**src/logic/gt_ctrl_pkg.sv**
```systemverilog
package gt_ctrl_pkg;

    // transceiver loopback code, as the GT primitive takes it
    typedef logic [2:0] loopback_t;

    // per-lane DMONITOR value from the transceiver
    typedef logic [15:0] dmon_t;

    // status word returned on a lane read, bit 0 first from the bottom
    typedef struct packed {
        dmon_t      dmon;
        logic [4:0] zero_hi;
        loopback_t  loopback;
        logic [2:0] zero_lo;
        logic       eye_rst;
        logic       high_ber;
        logic       block_lock;
        logic       qpll_lock;
        logic       xcvr_rst;
    } status_word_t;

    // wishbone target geometry
    localparam int WB_ADR_W = 13;
    localparam int WB_DAT_W = 32;
    localparam int WB_SEL_W = 4;

    // lowest address bit that picks the lane (one word per lane)
    localparam int LANE_SEL_LSB = 2;

    // flop count on every asynchronous status input
    localparam int SYNC_STAGES = 2;

endpackage

```
**src/logic/gt_ctrl_bus.sv**
```systemverilog
`timescale 1ns/10ps

module gt_ctrl_bus #(
    parameter int NUM_LANES = 2
) (
    input  logic                                       wb_clk_i,
    input  logic                                       arst_n_i,
    input  logic                                       wb_cyc_i,
    input  logic                                       wb_stb_i,
    input  logic                                       wb_we_i,
    input  logic [gt_ctrl_pkg::WB_ADR_W-1:0]           wb_adr_i,
    input  logic [gt_ctrl_pkg::WB_DAT_W-1:0]           wb_dat_i,
    input  logic [gt_ctrl_pkg::WB_SEL_W-1:0]           wb_sel_i,
    input  logic                                       qpll_lock_i,
    input  gt_ctrl_pkg::status_word_t [NUM_LANES-1:0]  lane_status_i,
    output logic                                       wb_ack_o,
    output logic [gt_ctrl_pkg::WB_DAT_W-1:0]           wb_dat_o,
    output logic                                       xcvr_rst_o,
    output logic                                       qpll_lock_sync_o,
    output logic [NUM_LANES-1:0]                       wr_ctrl_o,
    output logic [NUM_LANES-1:0]                       wr_loopback_o
);

    localparam int LANE_W = (NUM_LANES > 1) ? $clog2(NUM_LANES) : 1;

    logic                                      req;
    logic                                      ctrl_wr;
    logic                                      loopback_wr;
    logic [LANE_W-1:0]                         lane_sel;
    logic                                      ack_q;
    logic                                      xcvr_rst_q;
    logic [gt_ctrl_pkg::SYNC_STAGES-1:0]       qpll_lock_sync;
    logic [gt_ctrl_pkg::WB_DAT_W-1:0]          rdata_q;

    assign req         = wb_cyc_i && wb_stb_i;
    assign ctrl_wr     = req && wb_we_i && wb_sel_i[0];
    assign loopback_wr = req && wb_we_i && wb_sel_i[1];
    assign lane_sel    = wb_adr_i[gt_ctrl_pkg::LANE_SEL_LSB +: LANE_W];

    // per-lane write strobes, only the addressed lane sees one
    always_comb begin
        for (int i = 0; i < NUM_LANES; i++) begin
            wr_ctrl_o[i]     = ctrl_wr && (lane_sel == LANE_W'(i));
            wr_loopback_o[i] = loopback_wr && (lane_sel == LANE_W'(i));
        end
    end

    // ack follows every request cycle; shared reset takes any byte-0 write
    always_ff @(posedge wb_clk_i or negedge arst_n_i) begin
        if (!arst_n_i) begin
            ack_q      <= 1'b0;
            xcvr_rst_q <= 1'b0;
        end else begin
            ack_q <= req;
            if (ctrl_wr) begin
                xcvr_rst_q <= wb_dat_i[0];
            end
        end
    end

    // pll lock is asynchronous to the bus clock
    always_ff @(posedge wb_clk_i or negedge arst_n_i) begin
        if (!arst_n_i) begin
            qpll_lock_sync <= '0;
        end else begin
            qpll_lock_sync <= {qpll_lock_sync[gt_ctrl_pkg::SYNC_STAGES-2:0], qpll_lock_i};
        end
    end

    // read word is captured together with the ack
    always_ff @(posedge wb_clk_i) begin
        if (req && !wb_we_i) begin
            if (int'(lane_sel) < NUM_LANES) begin
                rdata_q <= lane_status_i[lane_sel];
            end else begin
                rdata_q <= '0;
            end
        end
    end

    // a master that drops cyc early must not see a stale ack
    assign wb_ack_o         = ack_q && wb_cyc_i;
    assign wb_dat_o         = rdata_q;
    assign xcvr_rst_o       = xcvr_rst_q;
    assign qpll_lock_sync_o = qpll_lock_sync[gt_ctrl_pkg::SYNC_STAGES-1];

    ack_needs_request : assert property (
        @(posedge wb_clk_i) disable iff (!arst_n_i)
        wb_ack_o |-> $past(wb_cyc_i && wb_stb_i)
    ) else $error("ack without a preceding bus request");

endmodule

```
**src/logic/gt_ctrl_top.sv**
```systemverilog
`timescale 1ns/10ps

module gt_ctrl_top #(
    parameter int NUM_LANES = 2
) (
    input  logic                                       wb_clk_i,
    input  logic                                       arst_n_i,
    input  logic                                       wb_cyc_i,
    input  logic                                       wb_stb_i,
    input  logic                                       wb_we_i,
    input  logic [gt_ctrl_pkg::WB_ADR_W-1:0]           wb_adr_i,
    input  logic [gt_ctrl_pkg::WB_DAT_W-1:0]           wb_dat_i,
    input  logic [gt_ctrl_pkg::WB_SEL_W-1:0]           wb_sel_i,
    input  logic                                       qpll_lock_i,
    input  logic [NUM_LANES-1:0]                       rx_block_lock_i,
    input  logic [NUM_LANES-1:0]                       rx_high_ber_i,
    input  gt_ctrl_pkg::dmon_t [NUM_LANES-1:0]         dmonitor_i,
    output logic                                       wb_ack_o,
    output logic [gt_ctrl_pkg::WB_DAT_W-1:0]           wb_dat_o,
    output logic                                       xcvr_rst_o,
    output logic [NUM_LANES-1:0]                       eye_rst_o,
    output gt_ctrl_pkg::loopback_t [NUM_LANES-1:0]     loopback_o,
    output logic [NUM_LANES-1:0]                       sfp_led_o
);

    gt_ctrl_pkg::status_word_t [NUM_LANES-1:0]  lane_status;
    logic [NUM_LANES-1:0]                       wr_ctrl;
    logic [NUM_LANES-1:0]                       wr_loopback;
    logic                                       qpll_lock_sync;

    // bus side: decode, shared reset, pll lock sync and read path
    gt_ctrl_bus #(
        .NUM_LANES(NUM_LANES)
    ) u_bus (
        .wb_clk_i         (wb_clk_i),
        .arst_n_i         (arst_n_i),
        .wb_cyc_i         (wb_cyc_i),
        .wb_stb_i         (wb_stb_i),
        .wb_we_i          (wb_we_i),
        .wb_adr_i         (wb_adr_i),
        .wb_dat_i         (wb_dat_i),
        .wb_sel_i         (wb_sel_i),
        .qpll_lock_i      (qpll_lock_i),
        .lane_status_i    (lane_status),
        .wb_ack_o         (wb_ack_o),
        .wb_dat_o         (wb_dat_o),
        .xcvr_rst_o       (xcvr_rst_o),
        .qpll_lock_sync_o (qpll_lock_sync),
        .wr_ctrl_o        (wr_ctrl),
        .wr_loopback_o    (wr_loopback)
    );

    // one register block per SFP lane
    for (genvar i = 0; i < NUM_LANES; i++) begin : g_lane
        gt_lane_regs u_lane (
            .wb_clk_i        (wb_clk_i),
            .arst_n_i        (arst_n_i),
            .wr_ctrl_i       (wr_ctrl[i]),
            .wr_loopback_i   (wr_loopback[i]),
            .wdata_i         (wb_dat_i),
            .xcvr_rst_i      (xcvr_rst_o),
            .qpll_lock_i     (qpll_lock_sync),
            .rx_block_lock_i (rx_block_lock_i[i]),
            .rx_high_ber_i   (rx_high_ber_i[i]),
            .dmonitor_i      (dmonitor_i[i]),
            .status_o        (lane_status[i]),
            .eye_rst_o       (eye_rst_o[i]),
            .loopback_o      (loopback_o[i]),
            .led_o           (sfp_led_o[i])
        );
    end

endmodule

```
**src/logic/gt_lane_regs.sv**
```systemverilog
`timescale 1ns/10ps

module gt_lane_regs (
    input  logic                                  wb_clk_i,
    input  logic                                  arst_n_i,
    input  logic                                  wr_ctrl_i,
    input  logic                                  wr_loopback_i,
    input  logic [gt_ctrl_pkg::WB_DAT_W-1:0]      wdata_i,
    input  logic                                  xcvr_rst_i,
    input  logic                                  qpll_lock_i,
    input  logic                                  rx_block_lock_i,
    input  logic                                  rx_high_ber_i,
    input  gt_ctrl_pkg::dmon_t                    dmonitor_i,
    output gt_ctrl_pkg::status_word_t             status_o,
    output logic                                  eye_rst_o,
    output gt_ctrl_pkg::loopback_t                loopback_o,
    output logic                                  led_o
);

    // positions of the control fields in a write word
    localparam int EYE_RST_BIT  = 4;
    localparam int LOOPBACK_LSB = 8;
    localparam int LOOPBACK_W   = $bits(gt_ctrl_pkg::loopback_t);

    logic                                  eye_rst_q;
    gt_ctrl_pkg::loopback_t                loopback_q;
    logic [gt_ctrl_pkg::SYNC_STAGES-1:0]   block_lock_sync;
    logic [gt_ctrl_pkg::SYNC_STAGES-1:0]   high_ber_sync;
    logic                                  block_lock_s;
    logic                                  high_ber_s;

    // control registers, written through the strobes from the bus block
    always_ff @(posedge wb_clk_i or negedge arst_n_i) begin
        if (!arst_n_i) begin
            eye_rst_q  <= 1'b0;
            loopback_q <= '0;
        end else begin
            if (wr_ctrl_i) begin
                eye_rst_q <= wdata_i[EYE_RST_BIT];
            end
            if (wr_loopback_i) begin
                loopback_q <= wdata_i[LOOPBACK_LSB +: LOOPBACK_W];
            end
        end
    end

    // block lock and high-BER come from the lane's rx clock
    always_ff @(posedge wb_clk_i or negedge arst_n_i) begin
        if (!arst_n_i) begin
            block_lock_sync <= '0;
            high_ber_sync   <= '0;
        end else begin
            block_lock_sync <= {block_lock_sync[gt_ctrl_pkg::SYNC_STAGES-2:0], rx_block_lock_i};
            high_ber_sync   <= {high_ber_sync[gt_ctrl_pkg::SYNC_STAGES-2:0], rx_high_ber_i};
        end
    end

    assign block_lock_s = block_lock_sync[gt_ctrl_pkg::SYNC_STAGES-1];
    assign high_ber_s   = high_ber_sync[gt_ctrl_pkg::SYNC_STAGES-1];

    // monitor value and control bits go in without delay
    always_comb begin
        status_o            = '0;
        status_o.xcvr_rst   = xcvr_rst_i;
        status_o.qpll_lock  = qpll_lock_i;
        status_o.block_lock = block_lock_s;
        status_o.high_ber   = high_ber_s;
        status_o.eye_rst    = eye_rst_q;
        status_o.loopback   = loopback_q;
        status_o.dmon       = dmonitor_i;
    end

    assign eye_rst_o  = eye_rst_q;
    assign loopback_o = loopback_q;
    // LED lights once the lane has block lock
    assign led_o      = block_lock_s;

    // the transceiver must never see a loopback change it was not told about
    loopback_only_on_write : assert property (
        @(posedge wb_clk_i) disable iff (!arst_n_i)
        !$stable(loopback_q) |-> $past(wr_loopback_i)
    ) else $error("loopback code changed without a loopback write");

endmodule

```
**config.mk**
```make
export PLATFORM = sky130hd
export DESIGN_NAME = gt_ctrl_top
export DESIGN_NICKNAME = d
export VERILOG_FILES = /design/src/logic/gt_ctrl_pkg.sv /design/src/logic/gt_ctrl_bus.sv /design/src/logic/gt_ctrl_top.sv /design/src/logic/gt_lane_regs.sv
export SDC_FILE = /design/constraint.sdc
export NUM_CORES = 1
export LEC_CHECK = 0
export ABC_CLOCK_PERIOD_IN_PS = 1500
export BUFFER_PORTS_ARGS = -buffer_cell sky130_fd_sc_hd__clkbuf_2
export CAP_MARGIN = 0
export CORE_MARGIN = 10
export CORE_UTILIZATION = 42
export CTS_CLUSTER_DIAMETER = 50
export DETAILED_ROUTE_END_ITERATION = 12
export GPL_ROUTABILITY_DRIVEN = 1
export PLACE_DENSITY = 0.89
export SYNTH_ARGS = -nofsm -noshare
export SYNTH_HDL_FRONTEND = slang
export SYNTH_SLANG_ARGS = --single-unit
```
**constraint.sdc**
```tcl
create_clock -name wb_clk_i -period 1.5 [get_ports wb_clk_i]
set_input_delay 0.15 -clock wb_clk_i [delete_from_list [all_inputs] [get_ports wb_clk_i]]
set_output_delay 0.15 -clock wb_clk_i [all_outputs]
set_load 0.1 [all_outputs]
```
==> summary.md <==
| Metric | Value |
|---|---|
| Status | completed |
| Clock tree buffer depth | 2 |
| Layout cells sized above 1 | 66.2% |
| Vias in the first global route | 1178 |
| Mapped Cells | 101 |
| Crit path depth | 2 |
| First-pass iteration count of the detailed router | 2 |
| Leak pwr | 1.11 nW |
| Initial Utilization | 43.8% |
| Critical path class | reg2out |
| Initial antenna violation count | 0 |
| Die X | 85.1 um |
| Worst path cell trace | and2_1, clkbuf_2 |
| CP max stage delay | 0.45 ns |
| Syn Std Cell Area | 1780 sq um |
| Maximum vdd ir drop | 0.571 mV |
| Crit path DAT | 1.21 ns |
| Die area | 7240 sq um |
| Core ar. | 4060 sq um |
| Worst setup SP type | flop |
| Total gr overflow | 0 |
| CTS tree | built |
| FF-to-FF End | u_bus.wb_dat_o[4]$_DFFE_PP_ |
| DRC viols | 0 |
| CTS sink cnt | 44 |
| Slew @ Worst Pin | 0.564 ns |
| Largest net degree at the start of global routing | 25 |
| P&R area growth vs syn | 34.6% |
| Area of the multi-input gates | 469 sq um |
| Via/cell ratio | 4.54 |
| R2R depth | 1 |
| RSZ-0062 raised after global routing | false |
| Die Ht | 85.1 um |
| Worst path bufs/invs | 1 |
| Slowest-stage cell, CP | clkbuf_2 |
| Ys Warns | 0 |
| Max Cap Viol | 0 |
| Detailed Route Iter0 Violations | 15 |
| Min cycle time layout | 1.36 ns |
| RR Startpoint | g_lane[0].u_lane.eye_rst_o$_DFFE_PN0P_ |
| CP top delay family | buffers and inverters |
| Worst min path class | in2reg |
| Max-slew headroom | 62.5% |
| Hold_ws | 0.0854 ns |
| Postcts setup bufs | 0 |
| CTS Root Buffer Type | clkbuf_8 |
| Num ports | 135 |
| Clock Latency Late Sink | 0.29 ns |
| Total CTS buffers | 5 |
| Max Clock Skew | 0.00717 ns |
| H-tree depth | 2 |
| Port-buffer cells | 85 |
| Final GP Congestion | 0.725 |
| Final Hold Fails | 0 |
| Crit path max fanout | 1 |
| Tot GR Track Use | 10.8% |
| Synthesized flop and latch total | 44 |
| Beginning of the critical path | u_bus.ack_q$_DFF_PN0_ |
| Setup tns final | 0 ns |
| Largest area contributor in the netlist | edfxtp_1 |
| Post-Route WL | 4110 um |
| Filler cells | 326 |
| Detailed Place HPWL | 3430 um |
| Max Transition Viols Final | 0 |
| CP Capture Point | wb_ack_o |
| Vias | 1112 |
| N_diodes | 0 |
| Worst reg2reg setup slack | 0.55 ns |
| Synth top area share | 40.5% |
| Register area share after synthesis | 68.6% |
| Nets | 285 |
| Std-Cell Rows | 23 |
| Post-Syn Area per Cell | 17.6 sq um |
| Storage cell area | 1220 sq um |
| Clock transition at path regs | 0.08 ns |
| Synth top area cells | edfxtp_1, dfrtp_1, mux2_2, buf_4, mux2_1 |
| First-pass GRT wire length | 6160 um |
| Power Density | 1430 nW/um^2 |
| Final setup viols | 0 |
| Fmax | 0.736 GHz |
| Final cycle utilization of the critical path | 90.5% |
| Cell variety after synth | 14 |
| Crit path required time | 1.35 ns |
| Antenna Nets Post-Route | 0 |
| Crit end category | output pin |
| Drt wl/cell | 16.8 um |
## cell type report
type	count	share of cell area, %
Clock buffer	7	4.49
Clock inverter	1	0.366
Inverter	1	0.209
Multi-Input combinational cell	48	19.6
Sequential cell	44	51.0
Tap cell	50	2.61
Timing Repair Buffer	94	21.7
## layout by cell type, fill, tap and decap left out, drive strengths merged
cell type | synthesis | final
nand2 | 2 | 2
and2 | 1 | 1
nand4 | 3 | 3
buf | 15 | 3
dlygate4sd3 | 0 | 6
dfrtp | 20 | 20
edfxtp | 24 | 24
clkinv | 1 | 2
mux2 | 31 | 31
conb | 1 | 8
nor3 | 1 | 1
nor2 | 2 | 2
clkbuf | 0 | 92
## metrics by stage
step / worst slack (ns) / std cells / power (W) / area (sq um) / util, %
2_1_floorplan: 0.0955 / 108 / 0.00242 / 1810 / -
3_3_place_gp: 0.228 / 231 / 0.00258 / 2220 / 54.7
3_5_place_dp: 0.209 / 231 / 0.00260 / 2220 / 54.7
4_1_cts: 0.141 / 245 / 0.00347 / 2390 / 59.0
5_1_grt: 0.0906 / 245 / 0.00357 / 2390 / 59.0
6_report: 0.142 / 245 / 0.00344 / 2390 / 59.0
## kinds of logic after synthesis
logic type / after synthesis / synth area share (%)
AND/OR/NAND/NOR: 9 / 4.29
multiplexers: 31 / 20.3
other: 1 / 0.211
buffers and inverters: 16 / 6.61
flip-flops: 44 / 68.6
## how the worst min path moves through the flow
stage	startpoint	to	depth (start not counted)
final	wb_dat_i[0]	u_bus.xcvr_rst_o$_DFFE_PN0P_	2
after global routing	wb_dat_i[4]	g_lane[1].u_lane.eye_rst_o$_DFFE_PN0P_	2
after CTS	wb_dat_i[0]	u_bus.xcvr_rst_o$_DFFE_PN0P_	2
after detailed placement	arst_n_i	u_bus.qpll_lock_sync[0]$_DFF_PN0_	1
after global placement	arst_n_i	u_bus.qpll_lock_sync[0]$_DFF_PN0_	1
after floorplan	arst_n_i	g_lane[0].u_lane.block_lock_sync[0]$_DFF_PN0_	0
## per-layer routing
metal  global-route usage (%)  vias up  part of all wire, %  routed length [um]
li1                         -      532                    -                   -
met1                     11.8      499                   40                1640
met4                     3.59        0                  1.3                  55
met5                        0        -                    0                   0
met3                     7.36        7                   16                 653
met2                     16.5       74                   43                1760
## power breakdown
part	switching, W	total, W	internal, W
combinational	0.000896	0.00112	0.000222
sequential	0.0000634	0.00146	0.00140
clock	0.000380	0.000858	0.000477
total	0.00134	0.00344	0.00210
## registers in the layout, summed over array words and instances, names as in the netlist
| signal | flops |
|---|---|
| g_lane.u_lane.eye_rst_o | 2 |
| g_lane.u_lane.loopback_o | 6 |
| g_lane.u_lane.high_ber_sync | 4 |
| g_lane.u_lane.block_lock_sync | 4 |
| u_bus.ack_q | 1 |
| u_bus.xcvr_rst_o | 1 |
| u_bus.wb_dat_o | 24 |
| u_bus.qpll_lock_sync | 2 |
## synth_stat cells
master	n
nor2_1	2
and2_1	1
conb_1	1
edfxtp_1	24
mux2_1	4
nor3_4	1
mux2_4	3
dfrtp_1	20
clkinv_2	1
nand4_4	1
nand2_2	2
nand4_1	2
buf_4	15
mux2_2	24
## repair_timing
action | in CTS | in global routing
resized for setup | 0 | 0
hold buffers | 6 | 0
hold endpoints to repair | 25 | 0
No activity file was read; power rests on OpenSTA's default activity.
